<file path="src/core_pkg.sv">
/*
 * Processor side definitions: address, data word and register index.
 * Imported by the requesters, the arbiter and the top level.
 */

package core_pkg;

    //////////////////////////////////////////////////////////////////////
    // widths
    //////////////////////////////////////////////////////////////////////

    localparam int XLEN         = 32;  // address and data width
    localparam int REG_IDX_BITS = 5;   // 32 architectural registers

    //////////////////////////////////////////////////////////////////////
    // types
    //////////////////////////////////////////////////////////////////////

    typedef logic [XLEN-1:0]         addr_t;
    typedef logic [XLEN-1:0]         word_t;
    typedef logic [REG_IDX_BITS-1:0] reg_idx_t;

    // first line fetched once reset drops
    localparam addr_t FETCH_RESET_PC = '0;

endpackage

</file>
<file path="src/mem_bus_pkg.sv">
/*
 * Memory bus definitions: command codes, tag and line types.
 * Shared by every block that drives or watches the memory bus.
 */

package mem_bus_pkg;

    //////////////////////////////////////////////////////////////////////
    // widths
    //////////////////////////////////////////////////////////////////////

    localparam int MEM_TAG_BITS  = 4;   // response and return tag
    localparam int MEM_LINE_BITS = 64;  // one bus data word

    // fetch walks memory one line at a time
    localparam int unsigned MEM_LINE_BYTES = MEM_LINE_BITS / 8;

    //////////////////////////////////////////////////////////////////////
    // types
    //////////////////////////////////////////////////////////////////////

    typedef enum logic [1:0] {
        BUS_NONE  = 2'h0,  // idle bus
        BUS_LOAD  = 2'h1,
        BUS_STORE = 2'h2
    } bus_command_t;

    typedef logic [MEM_TAG_BITS-1:0]  mem_tag_t;
    typedef logic [MEM_LINE_BITS-1:0] mem_line_t;

    // zero response is a retry, zero return tag carries nothing
    localparam mem_tag_t MEM_TAG_NONE = '0;

endpackage

</file>
<file path="src/bus_arbiter.sv">
/*
 * Shares the memory bus between fetch and data. Data wins whenever its
 * command is up, fetch takes the bus otherwise. A nonzero response is
 * routed back as an accept strobe to the granted side only.
 */

module bus_arbiter
    import mem_bus_pkg::*, core_pkg::*;
(
    input  bus_command_t fetch_command,
    input  addr_t        fetch_addr,
    input  bus_command_t data_command,
    input  addr_t        data_bus_addr,
    input  word_t        data_bus_wdata,
    input  mem_tag_t     mem2proc_response,
    output bus_command_t proc2mem_command,
    output addr_t        proc2mem_addr,
    output mem_line_t    proc2mem_data,
    output logic         fetch_accept,
    output logic         data_accept,
    output mem_tag_t     accept_tag
);

    logic data_owns;    // data side has the bus this cycle
    logic responded;    // memory took whatever is on the bus

    assign data_owns = (data_command != BUS_NONE);
    assign responded = (mem2proc_response != MEM_TAG_NONE);

    //////////////////////////////////////////////////////////////////////
    // command mux
    //////////////////////////////////////////////////////////////////////

    always_comb begin
        if (data_owns) begin
            proc2mem_command = data_command;
            proc2mem_addr    = data_bus_addr;
        end else begin
            proc2mem_command = fetch_command;    // fetch retries when it loses
            proc2mem_addr    = fetch_addr;
        end
    end

    // store word rides in the low half
    assign proc2mem_data = {{(MEM_LINE_BITS-XLEN){1'b0}}, data_bus_wdata};

    //////////////////////////////////////////////////////////////////////
    // accept routing
    //////////////////////////////////////////////////////////////////////

    assign data_accept  = responded && data_owns;
    assign fetch_accept = responded && !data_owns && (fetch_command != BUS_NONE);
    assign accept_tag   = mem2proc_response;

endmodule

</file>
<file path="src/data_requester.sv">
/*
 * Data side of the memory bus. Takes one load or store at a time, holds
 * its command on the bus until memory accepts it, then finishes with a
 * data_done pulse. Stores finish on acceptance, loads on the tag return.
 */

module data_requester
    import mem_bus_pkg::*, core_pkg::*;
(
    input  logic         clock,
    input  logic         reset,
    input  logic         data_req,        // strobe, only seen while idle
    input  logic         data_write,      // 1 store, 0 load
    input  addr_t        data_addr,
    input  word_t        data_wdata,
    input  reg_idx_t     data_dest,
    input  logic         accept,
    input  mem_tag_t     accept_tag,
    input  mem_tag_t     mem2proc_tag,
    input  mem_line_t    mem2proc_data,
    output bus_command_t data_command,
    output addr_t        data_bus_addr,
    output word_t        data_bus_wdata,
    output logic         data_busy,
    output logic         data_done,
    output word_t        data_rdata,
    output reg_idx_t     data_done_dest
);

    logic      pending;        // command up, not accepted yet
    logic      store_done_q;   // store finished last cycle
    logic      write_q;
    addr_t     addr_q;
    word_t     wdata_q;
    reg_idx_t  dest_q;
    logic      take;           // new request latched this cycle
    logic      accepted;
    logic      load_waiting;
    logic      load_done;
    reg_idx_t  load_dest;
    mem_line_t load_line;

    assign take     = data_req && !data_busy;
    assign accepted = accept && pending;

    // busy covers the bus phase and the wait for the load return
    assign data_busy = pending || load_waiting;

    assign data_command   = !pending ? BUS_NONE : (write_q ? BUS_STORE : BUS_LOAD);
    assign data_bus_addr  = addr_q;
    assign data_bus_wdata = wdata_q;

    always_ff @(posedge clock) begin
        if (reset) begin
            pending      <= 1'b0;
            store_done_q <= 1'b0;
        end else begin
            store_done_q <= accepted && write_q;   // stores end at accept
            if (take) begin
                pending <= 1'b1;
            end else if (accepted) begin
                pending <= 1'b0;
            end
        end
    end

    // request payload, no reset needed
    always_ff @(posedge clock) begin
        if (take) begin
            write_q <= data_write;
            addr_q  <= data_addr;
            wdata_q <= data_wdata;
            dest_q  <= data_dest;
        end
    end

    tag_waiter #(
        .payload_t (reg_idx_t)
    ) i_load_waiter (
        .clock         (clock),
        .reset         (reset),
        .arm           (accepted && !write_q),
        .arm_tag       (accept_tag),
        .arm_payload   (dest_q),
        .flush         (1'b0),          // loads are never squashed here
        .mem2proc_tag  (mem2proc_tag),
        .mem2proc_data (mem2proc_data),
        .waiting       (load_waiting),
        .done          (load_done),
        .done_payload  (load_dest),
        .done_data     (load_line)
    );

    // completion, store echoes its own word
    assign data_done      = load_done || store_done_q;
    assign data_rdata     = store_done_q ? wdata_q : load_line[XLEN-1:0];
    assign data_done_dest = store_done_q ? dest_q : load_dest;

endmodule

</file>
<file path="src/fetch_requester.sv">
/*
 * Instruction fetch side of the memory bus. Walks the fetch PC one line
 * at a time, keeps one load outstanding and reports each returned line
 * with its PC. A redirect reloads the PC and drops the pending return.
 */

module fetch_requester
    import mem_bus_pkg::*, core_pkg::*;
(
    input  logic         clock,
    input  logic         reset,
    input  logic         redirect,       // strobe
    input  addr_t        redirect_pc,
    input  logic         fetch_stall,    // level, holds off new loads only
    input  logic         accept,         // granted and accepted this cycle
    input  mem_tag_t     accept_tag,
    input  mem_tag_t     mem2proc_tag,
    input  mem_line_t    mem2proc_data,
    output bus_command_t fetch_command,
    output addr_t        fetch_addr,
    output logic         fetch_valid,
    output addr_t        fetch_pc,
    output mem_line_t    fetch_line
);

    addr_t pc_q;        // next line to request
    logic  running;     // low for the first cycle out of reset
    logic  waiting;     // load accepted, return not seen yet
    logic  arm;

    //////////////////////////////////////////////////////////////////////
    // request
    //////////////////////////////////////////////////////////////////////

    assign fetch_command = (running && !fetch_stall && !waiting) ? BUS_LOAD
                                                                 : BUS_NONE;
    assign fetch_addr    = pc_q;

    // redirect beats an acceptance in the same cycle
    assign arm = accept && !redirect;

    always_ff @(posedge clock) begin
        if (reset) begin
            running <= 1'b0;
            pc_q    <= FETCH_RESET_PC;
        end else begin
            running <= 1'b1;
            if (redirect) begin
                pc_q <= redirect_pc;                       // squash restart
            end else if (accept) begin
                pc_q <= pc_q + addr_t'(MEM_LINE_BYTES);    // next line
            end
        end
    end

    //////////////////////////////////////////////////////////////////////
    // return
    //////////////////////////////////////////////////////////////////////

    // payload is the PC of the line in flight
    tag_waiter #(
        .payload_t (addr_t)
    ) i_fetch_waiter (
        .clock         (clock),
        .reset         (reset),
        .arm           (arm),
        .arm_tag       (accept_tag),
        .arm_payload   (pc_q),
        .flush         (redirect),      // stale return gets ignored
        .mem2proc_tag  (mem2proc_tag),
        .mem2proc_data (mem2proc_data),
        .waiting       (waiting),
        .done          (fetch_valid),
        .done_payload  (fetch_pc),
        .done_data     (fetch_line)
    );

endmodule

</file>
<file path="src/mem_front_end.sv">
/*
 * Memory facing front end: a fetch requester and a data requester
 * sharing one memory bus through the arbiter, data side first.
 */

module mem_front_end
    import mem_bus_pkg::*, core_pkg::*;
(
    input  logic         clock,
    input  logic         reset,
    // memory bus
    input  mem_tag_t     mem2proc_response,
    input  mem_line_t    mem2proc_data,
    input  mem_tag_t     mem2proc_tag,
    output bus_command_t proc2mem_command,
    output addr_t        proc2mem_addr,
    output mem_line_t    proc2mem_data,
    // fetch side
    input  logic         redirect,
    input  addr_t        redirect_pc,
    input  logic         fetch_stall,
    output logic         fetch_valid,
    output addr_t        fetch_pc,
    output mem_line_t    fetch_line,
    // data side
    input  logic         data_req,
    input  logic         data_write,
    input  addr_t        data_addr,
    input  word_t        data_wdata,
    input  reg_idx_t     data_dest,
    output logic         data_busy,
    output logic         data_done,
    output word_t        data_rdata,
    output reg_idx_t     data_done_dest
);

    bus_command_t fetch_command;
    addr_t        fetch_addr;
    bus_command_t data_command;
    addr_t        data_bus_addr;
    word_t        data_bus_wdata;
    logic         fetch_accept;
    logic         data_accept;
    mem_tag_t     accept_tag;     // shared, only the granted side looks

    fetch_requester i_fetch_requester (
        .clock         (clock),
        .reset         (reset),
        .redirect      (redirect),
        .redirect_pc   (redirect_pc),
        .fetch_stall   (fetch_stall),
        .accept        (fetch_accept),
        .accept_tag    (accept_tag),
        .mem2proc_tag  (mem2proc_tag),
        .mem2proc_data (mem2proc_data),
        .fetch_command (fetch_command),
        .fetch_addr    (fetch_addr),
        .fetch_valid   (fetch_valid),
        .fetch_pc      (fetch_pc),
        .fetch_line    (fetch_line)
    );

    data_requester i_data_requester (
        .clock          (clock),
        .reset          (reset),
        .data_req       (data_req),
        .data_write     (data_write),
        .data_addr      (data_addr),
        .data_wdata     (data_wdata),
        .data_dest      (data_dest),
        .accept         (data_accept),
        .accept_tag     (accept_tag),
        .mem2proc_tag   (mem2proc_tag),
        .mem2proc_data  (mem2proc_data),
        .data_command   (data_command),
        .data_bus_addr  (data_bus_addr),
        .data_bus_wdata (data_bus_wdata),
        .data_busy      (data_busy),
        .data_done      (data_done),
        .data_rdata     (data_rdata),
        .data_done_dest (data_done_dest)
    );

    bus_arbiter i_bus_arbiter (
        .fetch_command     (fetch_command),
        .fetch_addr        (fetch_addr),
        .data_command      (data_command),
        .data_bus_addr     (data_bus_addr),
        .data_bus_wdata    (data_bus_wdata),
        .mem2proc_response (mem2proc_response),
        .proc2mem_command  (proc2mem_command),
        .proc2mem_addr     (proc2mem_addr),
        .proc2mem_data     (proc2mem_data),
        .fetch_accept      (fetch_accept),
        .data_accept       (data_accept),
        .accept_tag        (accept_tag)
    );

endmodule

</file>
<file path="src/tag_waiter.sv">
/*
 * Holds one outstanding memory tag with a caller payload and catches
 * the return carrying that tag. A match gives a one cycle done pulse
 * with the payload and the returned line. Flush forgets the tag.
 */

module tag_waiter
    import mem_bus_pkg::*;
#(
    parameter type payload_t = logic
) (
    input  logic      clock,
    input  logic      reset,
    input  logic      arm,           // request accepted this cycle
    input  mem_tag_t  arm_tag,       // tag memory handed back
    input  payload_t  arm_payload,
    input  logic      flush,         // drop whatever is outstanding
    input  mem_tag_t  mem2proc_tag,
    input  mem_line_t mem2proc_data,
    output logic      waiting,
    output logic      done,          // one cycle after the tag cycle
    output payload_t  done_payload,
    output mem_line_t done_data
);

    mem_tag_t held_tag;
    payload_t held_payload;
    logic     tag_hit;

    // tag zero never matches, even against a stale held_tag
    assign tag_hit = waiting && (mem2proc_tag != MEM_TAG_NONE) &&
                     (mem2proc_tag == held_tag);

    // control
    always_ff @(posedge clock) begin
        if (reset) begin
            waiting <= 1'b0;
            done    <= 1'b0;
        end else begin
            done <= tag_hit && !flush;  // flush swallows a same cycle hit
            if (flush) begin
                waiting <= 1'b0;
            end else if (arm) begin
                waiting <= 1'b1;
            end else if (tag_hit) begin
                waiting <= 1'b0;
            end
        end
    end

    // tag, payload and returned line
    always_ff @(posedge clock) begin
        if (arm) begin
            held_tag     <= arm_tag;
            held_payload <= arm_payload;
        end
        if (tag_hit) begin
            done_payload <= held_payload;
            done_data    <= mem2proc_data;  // whole line, caller slices
        end
    end

endmodule
</file>
<file path="config.mk">
export PLATFORM = sky130hd
export DESIGN_NAME = mem_front_end
export DESIGN_NICKNAME = d
export VERILOG_FILES = /design/src/core_pkg.sv /design/src/mem_bus_pkg.sv /design/src/bus_arbiter.sv /design/src/data_requester.sv /design/src/fetch_requester.sv /design/src/mem_front_end.sv /design/src/tag_waiter.sv
export SDC_FILE = /design/constraint.sdc
export NUM_CORES = 1
export LEC_CHECK = 0
export ABC_AREA = 1
export BUFFER_PORTS_ARGS = -buffer_cell sky130_fd_sc_hd__buf_2
export CAP_MARGIN = 40
export CORE_MARGIN = 2
export CORE_UTILIZATION = 30
export DETAILED_ROUTE_END_ITERATION = 8
export SLEW_MARGIN = 15
export SYNTH_ARGS = -nofsm -noshare
export SYNTH_HDL_FRONTEND = slang
export SYNTH_HIERARCHICAL = 1
export SYNTH_SLANG_ARGS = --single-unit
</file>
<file path="constraint.sdc">
create_clock -name clock -period 3.4 [get_ports clock]
set_clock_uncertainty 0.15 [all_clocks]
set_input_delay 0.68 -clock clock [delete_from_list [all_inputs] [get_ports clock]]
set_output_delay 0.68 -clock clock [all_outputs]
set_load 0.005 [all_outputs]
</file>
Word-level counts from Yosys, hierarchy flattened
Cells that the tools add are included.
Widths: inputs -> output; s select.
- flip-flop bits (word level): 287
- input bits: 179
- output and inout bits: 234
- word-level logic and storage cells: 71
- add/subtract/negate cells: 1
- eq/ne operators: 2
- multiplexer cells: 16
- reduce and logical (&&, ||, !) cells: 32
- operators by type and width (operator ; number):
    $mux 32 ; 4
    $add 32x4->32 const B ; 1
    $logic_and 1x1->1 ; 15
    $reduce_bool 2->1 ; 6
    $eq 4x4->1 ; 2
    $mux 1 ; 8
    $reduce_bool 4->1 ; 2
    $logic_not 1->1 ; 6
    $mux 2 ; 3
    $mux 5 ; 1
    $logic_or 1x1->1 ; 2
    $reduce_or 2->1 ; 1

Longest topological paths before layout
Gate-level depths: netlist of run 1.
- word-level depth: 8
- gate-level depth with buffers: 11
- gate-level depth less buffers: 11

Hierarchy
The synthesis of run 1 kept the hierarchy.
- modules (own cells, without submodules) (module ; times used ; cells an instance ; area each (um^2) ; sequential area each (um^2)):
    tag_waiter at i_fetch_requester.i_fetch_waiter ; 1 ; 166 ; 4142.7 ; 4003.8
    data_requester ; 1 ; 206 ; 2686.3 ; 2142.1
    tag_waiter at i_data_requester.i_load_waiter ; 1 ; 112 ; 2521.2 ; 2382.3
    fetch_requester ; 1 ; 310 ; 2064.5 ; 660.6
    bus_arbiter ; 1 ; 189 ; 1047.3 ; 0.0

Worst setup path after synthesis of run 1
No wires, ideal clock.
- path kind: input-to-reg
- start: input mem2proc_tag[3]
- end: register i_fetch_requester.i_fetch_waiter.done_data[0], enable pin
- setup time: 0.450 ns
- arrival time: 2.894 ns
- slack: -0.094 ns
- stages on the path: 6
- cells stage by stage: inv_1 -> nand2_1 -> nand2_1 -> nor2_2 -> nand3_2 -> inv_1
- longest elaborated chain between the ends: 3
- ends and longest elaborated chain (element ; RTL line ; text):
    start, declared ; mem_front_end.sv:14 ; input mem_tag_t mem2proc_tag,
    $reduce_bool 4->1 ; tag_waiter.sv:31 ; assign tag_hit = waiting && (mem2proc_tag != MEM_TAG_NONE) &&
    $logic_and 1x1->1 ; tag_waiter.sv:31 ;
    $logic_and 1x1->1 (*) ; tag_waiter.sv:31 ;
    named net i_fetch_requester.i_fetch_waiter.tag_hit ; tag_waiter.sv:28 ; logic tag_hit;
    end signal, assigned ; tag_waiter.sv:59 ; done_data <= mem2proc_data;
    end, declared ; tag_waiter.sv:23 ; output mem_line_t done_data
Mark *: on every way through the listed nets, which the timed path passes. The rest lies on a longest branch.
A chain may end at the register's enable or synchronous reset.

Worst setup path in the final report of run 1
- start: register i_data_requester.write_q
- end: output proc2mem_addr[26]
- longest elaborated chain between the ends: 4
- ends and longest elaborated chain (element ; RTL line ; text):
    start, declared ; data_requester.sv:32 ; logic write_q;
    start signal, assigned ; data_requester.sv:70 ; write_q <= data_write;
    $mux 2 (2 in series) ; data_requester.sv:49 ; assign data_command = !pending ? BUS_NONE : (write_q ? BUS_STORE : BUS_LOAD);
    named net data_command[1] ; mem_front_end.sv:39 ; bus_command_t data_command;
    $reduce_bool 2->1 ; bus_arbiter.sv:27 ; assign data_owns = (data_command != BUS_NONE);
    $mux 32 ; bus_arbiter.sv:35 ; if (data_owns) begin
    end, declared ; mem_front_end.sv:16 ; output addr_t proc2mem_addr,
The timed path passes the listed nets, and every way through them passes these cells.

==> flow_summary.toml, run 1 <==
[timing]
postLayoutSetupSlackWorst_ps = 465
setup_viol = 0
whs_ps = 178
finalCritPeriodShare = 0.863
slew_headroom = 0.481
fin_setup_tns_ps = 0
hold_viol = 0
rsz0062_at_grt = "false"
tightestPinTransition_ps = 779
clock.fmax_mhz = 341
slew_violations = 0
period_needed_ps = 2940

[floorplan]
dieHeight_um = 200
start_util = 0.305
coreArea_sq_um = 37700
io_pins = 413
die_area_sq_um = 39900
row_count = 71
die_width_um = 200

[power]
p_seq_frac = 0.485
p_sw_frac = 0.217
p_per_area_nw_per_um2 = 563
power_frac_comb = 0.062
static-leakage-power_nw = 6.21
clockPowerShare = 0.452
intPower_mw = 6.53
switching_power_mw = 1.81
vdd_drop_max_mv = 0.388

[global_route]
grt_pass1_vias = 7870
antenna_found_initial = 3
grt_max_degree = 46
grtUsageTotal = 0.153
grt_pass1_wl_mm = 45.7
overflow = 0

[drt]
num_vias = 7997
first_pass_iters = 5
vias_per_cell = 4.31
wl_mm = 32.0
drc = 0
drt_iter0_markers = 411
detail_route.wl_per_cell_um = 17.3
drtAntennaViolNets = 0

[final_layout]
final_cell_area_sq_um = 14800
finalNetCount = 1497
final_common_cell = "buf_2"
area_growth_syn_to_layout_pct = 28.7
drive_above_1_share = 0.360
final_cell_mix = "380 x buf_2, 307 x nand2_1, 248 x edfxtp_1"
final_cells = 1855

[clock_tree]
holdBufCountCts = 0
root_buffer = "clkbuf_16"
cts_resized = 0
clock_path_buffers = 3
path_clk_slew_ps = 60
postCtsSetupBuffers = 0
clock_latency_ps = 520
cts.sinks = 287
numCtsBuffers = 34
cts_tree = "built"
htreeDepth = 2

[worst_setup_path]
startpoint_type = "flip-flop"
ff2ff_setup_slack_ps = 1020
required_ps = 2570
critPathArrivalTime_ps = 2110
crit_fanout = 29
r2r-end = "i_fetch_requester/i_fetch_waiter/held_payload[22]"
endpoint_kind = "output pin"
rr_startpoint = "i_data_requester/write_q"
worst_r2r_path_depth = 8
path_class = "flip-flop to output pin"

[worst_hold_path]
hold_end = "i_data_requester/data_bus_wdata[25]"
hold_class = "input port to flip-flop"
holdPathStages = 1
hold_start = "data_wdata[25]"

[synth]
synth_area_per_cell_sq_um = 12.1
synth_cells = 951
syn_area_sq_um = 11500
yosys_warnings = 6

[placed_design]
dp_slack_ps = 739
placed_cell_area_sq_um = 13600
hpwl_mm = 23.2
gp_congestion = 0.834
place_inst = 1792
port_buffers = 380

[outcome]
status = "completed"

[run]
max_cap_viol_count = 0
[power by group through the flow]
stage	clock network, mW	logic (mW)	registers [mW]
6_report	3.77	0.519	4.05
5_1_grt	4.03	0.582	4.06
4_1_cts	3.90	0.527	4.05
3_5_place_dp	0	0.523	4.12
3_3_place_gp	0	0.514	4.12
2_1_floorplan	0	0.302	4.09
[worst max-delay path: stages, from the launching register on]
cell and delay (ps):
edfxtp_1 440, nand2_1 120, inv_1 80, nor2_4 200
buf_4 360, nand2_1 140, nand2_1 100, buf_2 110
[stage by stage]
step	utilization	total power [mW]
6_report	0.393	8.34
5_1_grt	0.393	8.67
4_1_cts	0.393	8.48
3_5_place_dp	0.362	4.65
3_3_place_gp	0.362	4.63
2_1_floorplan	-	4.39
[state kept, by name, indices dropped and copies added, names as in the netlist, 32 cells and up]
signal / flops
i_data_requester/data_bus_addr: 32
i_data_requester/data_bus_wdata: 32
i_data_requester/i_load_waiter/done_data: 32
i_fetch_requester/fetch_addr: 32
i_fetch_requester/i_fetch_waiter/done_data: 64
i_fetch_requester/i_fetch_waiter/done_payload: 32
i_fetch_requester/i_fetch_waiter/held_payload: 32
[cell type report]
class	count	area, sq um
diodes	1	2.50
clock buffers	47	995
clock inverters	15	183
fillers	3690	22900
inverters	50	193
multi-input cells	550	2520
flip-flops and latches	287	8230
well taps	511	639
repair buffers	394	2040
[routing by layer]
layer  wire length [um]  global-route usage
met5                 26                   0
met4                745              0.0587
met3               2780              0.0428
met2              15600               0.264
met1              12800               0.181
[worst max path at each step]
stage                                                           endpoint  slack, ps                startpoint
after floorplan            i_fetch_requester/i_fetch_waiter/done_data[0]        450           mem2proc_tag[1]
after global placement    i_fetch_requester/i_fetch_waiter/done_data[18]        760           mem2proc_tag[1]
after detailed placement  i_fetch_requester/i_fetch_waiter/done_data[17]        740           mem2proc_tag[1]
after CTS                                              proc2mem_addr[24]        390  i_data_requester/write_q
after global routing                                   proc2mem_addr[25]        320  i_data_requester/write_q
final                                                  proc2mem_addr[26]        460  i_data_requester/write_q
Power figures use the tool's default switching activity.
==> run 2, diff against run 1 <==
--- a/constraint.sdc
+++ b/constraint.sdc
@@ -3,3 +3,3 @@
 set_input_delay 0.68 -clock clock [delete_from_list [all_inputs] [get_ports clock]]
 set_output_delay 0.68 -clock clock [all_outputs]
-set_load 0.005 [all_outputs]
+set_load 0.01 [all_outputs]
==> run 2 against run 1 <==
Against the previous run:
- first-iteration DRC count decreased by 1.9%
- combinational power up 7.7%
- clock-buffer cell count up 4
- critical path type unchanged
==> flow_summary.toml, run 2 (same netlist as run 1, synthesis figures left out) <==
[outcome]
status = "completed"

[timing]
rsz0062_at_grt = "false"
hold_viol = 0
slew_violations = 0
whs_ps = 180
finalCritPeriodShare = 0.854
clock.fmax_mhz = 344
tightestPinTransition_ps = 800
setup_viol = 0
fin_setup_tns_ps = 0
period_needed_ps = 2900
slew_headroom = 0.466

[final_layout]
fillCellCount = 3760
ff_latch_area_sq_um = 8230
largest_reg_flops = 64
finalNetCount = 1496
largest_register = "i_fetch_requester/i_fetch_waiter/done_data"
final_cell_mix = "380 x buf_2, 307 x nand2_1, 248 x edfxtp_1"
multi_input_area_sq_um = 2520
area_growth_syn_to_layout_pct = 27.8
drive_above_1_share = 0.356
final_common_cell = "buf_2"

[drt]
drtAntennaViolNets = 0
first_pass_iters = 4
detail_route.wl_per_cell_um = 17.2
num_vias = 8023
drt_iter0_markers = 403
top_layer = "met5"
met3WireLength_mm = 2.84
wl_met1_mm = 13.0
drc = 0
vias_per_cell = 4.32
wl_met2_mm = 15.4
wl_mm = 31.9

[power]
vdd_drop_max_mv = 0.456
static-leakage-power_nw = 6.15
p_per_area_nw_per_um2 = 545

[floorplan]
start_util = 0.305
dieHeight_um = 200
die_area_sq_um = 39900
io_pins = 413
row_count = 71
die_width_um = 200
coreArea_sq_um = 37700

[worst_setup_path]
startpoint_type = "flip-flop"
path_class = "flip-flop to output pin"
required_ps = 2570
crit_fanout = 34
critPathArrivalTime_ps = 2070
endpoint_kind = "output pin"

[run]
max_cap_viol_count = 0

[global_route]
grt_max_degree = 50
grt_pass1_wl_mm = 46.1
overflow = 0
antenna_found_initial = 6
grt_pass1_vias = 7804
grtUsageTotal = 0.153

[clock_tree]
cts_tree = "built"
clock_path_buffers = 3
cts_resized = 0
clock_latency_ps = 520
htreeDepth = 2
path_clk_slew_ps = 60
holdBufCountCts = 0
postCtsSetupBuffers = 0
root_buffer = "clkbuf_16"
numCtsBuffers = 34
cts.sinks = 287

[placed_design]
port_buffers = 380
gp_congestion = 0.819
hpwl_mm = 23.1

[worst_hold_path]
hold_class = "input port to flip-flop"
run 2: changes by cell type in the layout (fill, tap and decap cells not counted), sizes merged:
cell	delta
clkbuf	+4
buf	-1
bufinv	-4
diode	+2
run 2: area by class of cell:
| type | instances | share of cell area |
|---|---|---|
| flip-flops and latches | 287 | 0.560 |
| well taps | 511 | 0.0435 |
| repair buffers | 393 | 0.140 |
| clock inverters | 11 | 0.00426 |
| multi-input cells | 550 | 0.172 |
| inverters | 50 | 0.0131 |
| diodes | 3 | 0.000511 |
| clock buffers | 51 | 0.0673 |
run 2: worst paths after layout:
kind	startpoint	to	slack [ps]	depth (start not counted)
setup / recovery	i_data_requester/write_q	proc2mem_addr[25]	500	7
hold / removal	data_addr[31]	i_data_requester/data_bus_addr[31]	180	1
setup reg to reg	i_data_requester/write_q	i_fetch_requester/fetch_addr[22]	790	10
hold reg to reg	i_fetch_requester/i_fetch_waiter/held_payload[3]	i_fetch_requester/i_fetch_waiter/done_payload[3]	270	0
run 2: report_power, final:
part	internal, mW	leakage (nW)	total [mW]	switching [mW]
combinational	0.211	3.03	0.559	0.348
sequential	3.97	2.62	4.05	0.0823
clock	2.02	0.505	3.41	1.39
total	6.19	6.15	8.01	1.82
run 2: layer usage:
layer	GRT usage	up-vias
met5	0	-
met4	0.0529	8
met3	0.0450	51
met2	0.263	325
met1	0.184	3786
li1	-	3853
run 2: worst max-delay path, stage by stage, from the launching register on:
cell and delay, ps:
edfxtp_1 450, nand2_1 130, inv_1 80, nor2_4 110
buf_4 370, nand2_1 180, nand2_1 110, buf_2 130
run 2: metrics by stage:
stage	cell area (sq um)	setup WS (ps)	utilization	power (mW)	std cells
after global placement	13600	592	0.362	4.67	1790
after floorplan	11600	453	-	4.44	982
after detailed placement	13600	528	0.362	4.69	1791
after CTS	14700	417	0.390	8.14	1853
after global routing	14700	288	0.390	8.35	1853
final	14700	497	0.390	8.01	1856
==> run 3, diff against run 2 <==
CORE_MARGIN = 8   (was 2)
==> run 3 against run 2 <==
Against the previous run:
- global-route usage is 1.3 points lower
- core utilization fell by 0.18 points
- non-clock buffer count rose by 2
- sequential cell count stayed put
- critical path depth did not move
- fmax decreased by 0.52%
- power shrank 1.9%
- sequential share of layout area rose by 0.12 points
- cell area down 0.22%
==> flow_summary.toml, run 3 (same netlist as run 1, synthesis figures left out) <==
[worst_setup_path]
crit_top_cell = "nand2_1"
startpoint_type = "flip-flop"
endpoint_kind = "output pin"
critPathArrivalTime_ps = 2090
crit_slowest_cell = "edfxtp_1"
cp_cell_sequence = "nand2_1 > inv_1 > nor2_4 > buf_4 > nand2_1 > nand2_1 > buf_2"
r2r-end = "i_fetch_requester/i_fetch_waiter/held_tag[3]"
crit_fanout = 34
path_class = "flip-flop to output pin"
cp_slowest_stage_delay_ps = 450
worst_r2r_path_depth = 8
rr_startpoint = "i_data_requester/write_q"
required_ps = 2570
ff2ff_setup_slack_ps = 920

[worst_hold_path]
hold_end = "i_data_requester/data_bus_addr[10]"
hold_start = "data_addr[10]"
hold_class = "input port to flip-flop"
holdPathStages = 1

[clock_tree]
cts_tree = "built"
postCtsSetupBuffers = 0
cts.sinks = 287
root_buffer = "clkbuf_16"
path_clk_slew_ps = 60
cts_resized = 0
holdBufCountCts = 0
htreeDepth = 1
clock_path_buffers = 3
clock_latency_ps = 560
numCtsBuffers = 31

[floorplan]
start_util = 0.305
die_width_um = 212
coreArea_sq_um = 37800
dieHeight_um = 212
die_area_sq_um = 44900
row_count = 71
io_pins = 413

[run]
max_cap_viol_count = 0

[power]
switching_power_mw = 1.79
static-leakage-power_nw = 6.14
p_per_area_nw_per_um2 = 536
intPower_mw = 6.07
p_sw_frac = 0.228
p_seq_frac = 0.515
power_frac_comb = 0.072
vdd_drop_max_mv = 0.445
clockPowerShare = 0.413

[timing]
slew_headroom = 0.508
clock.fmax_mhz = 343
period_needed_ps = 2920
hold_viol = 0
rsz0062_at_grt = "false"
postLayoutSetupSlackWorst_ps = 482
tightestPinTransition_ps = 738
setup_viol = 0
finalCritPeriodShare = 0.858
slew_violations = 0
fin_setup_tns_ps = 0

[global_route]
overflow = 0
grt_max_degree = 41
grt_pass1_wl_mm = 49.2
antenna_found_initial = 10
grt_pass1_vias = 8071
grtUsageTotal = 0.140

[final_layout]
area_growth_syn_to_layout_pct = 27.5
finalNetCount = 1495
drive_above_1_share = 0.361
largest_reg_flops = 64
final_common_cell = "buf_2"
largest_register = "i_fetch_requester/i_fetch_waiter/done_data"
final_cell_mix = "380 x buf_2, 307 x nand2_1, 248 x edfxtp_1"
final_cell_area_sq_um = 14700

[drt]
vias_per_cell = 4.29
drtAntennaViolNets = 0
drt_iter0_markers = 355
drc = 0
num_vias = 7949
detail_route.wl_per_cell_um = 18.1
first_pass_iters = 5
wl_mm = 33.5

[placed_design]
hpwl_mm = 24.8
dp_slack_ps = 587
port_buffers = 380
gp_congestion = 0.883
placed_cell_area_sq_um = 13700

[outcome]
status = "completed"
==> run 3: cell types whose count changed in the layout (fill, tap and decap cells not counted), sizes merged <==
cell,previous run,this run
clkbuf,51,34
clkinv,10,18
bufinv,0,3
buf,393,395
clkinvlp,3,5
diode,3,4
inv,48,47
==> run 3: how the worst max path moves through the flow <==
stage	endpoint	cells after the start	from	slack, ps
2_1_floorplan	i_fetch_requester/i_fetch_waiter/done_data[0]	6	mem2proc_tag[1]	450
3_3_place_gp	i_fetch_requester/i_fetch_waiter/held_tag[3]	7	fetch_stall	630
3_5_place_dp	i_fetch_requester/i_fetch_waiter/held_tag[3]	7	fetch_stall	590
4_1_cts	proc2mem_addr[27]	7	i_data_requester/write_q	390
5_1_grt	proc2mem_addr[27]	7	i_data_requester/write_q	300
6_report	proc2mem_addr[27]	7	i_data_requester/write_q	480
==> run 3: area by class of cell <==
| type | count | area [sq um] |
|---|---|---|
| Antenna cell | 4 | 10.0 |
| Clock buffer | 34 | 787 |
| Clock inverter | 23 | 193 |
| Fill cell | 3645 | 23100 |
| Inverter | 50 | 193 |
| Multi-Input combinational cell | 550 | 2530 |
| Sequential cell | 287 | 8230 |
| Tap cell | 511 | 639 |
| Timing Repair Buffer | 395 | 2080 |
==> run 3: through the flow <==
step	std cells	hold WS (ps)	utilization	power, mW
2_1_floorplan	982	250	-	4.44
3_3_place_gp	1792	251	0.362	4.68
3_5_place_dp	1793	255	0.362	4.69
4_1_cts	1850	97.3	0.388	7.97
5_1_grt	1853	106	0.388	8.16
6_report	1854	138	0.388	7.86
==> run 3: critical path: cells and delay by family, from the launching register on <==
kind          cells  cell delay (ps)
buf+inv           3              580
simple gates      4              490
flops             1              450
==> run 3: power by group through the flow <==
stage | clock network (mW) | registers, mW | logic (mW)
2_1_floorplan | 0 | 4.10 | 0.341
3_3_place_gp | 0 | 4.12 | 0.559
3_5_place_dp | 0 | 4.12 | 0.571
4_1_cts | 3.35 | 4.05 | 0.574
5_1_grt | 3.47 | 4.06 | 0.629
6_report | 3.25 | 4.05 | 0.565
==> run 3: layer usage <==
layer	vias to the layer above	global-route usage	share of wire	wire [um]
li1	3853	-	-	-
met2	309	0.243	0.49	16300
met4	12	0.0347	0.015	517
met5	-	0	0.0023	76
met3	49	0.0492	0.10	3380
met1	3726	0.165	0.40	13300
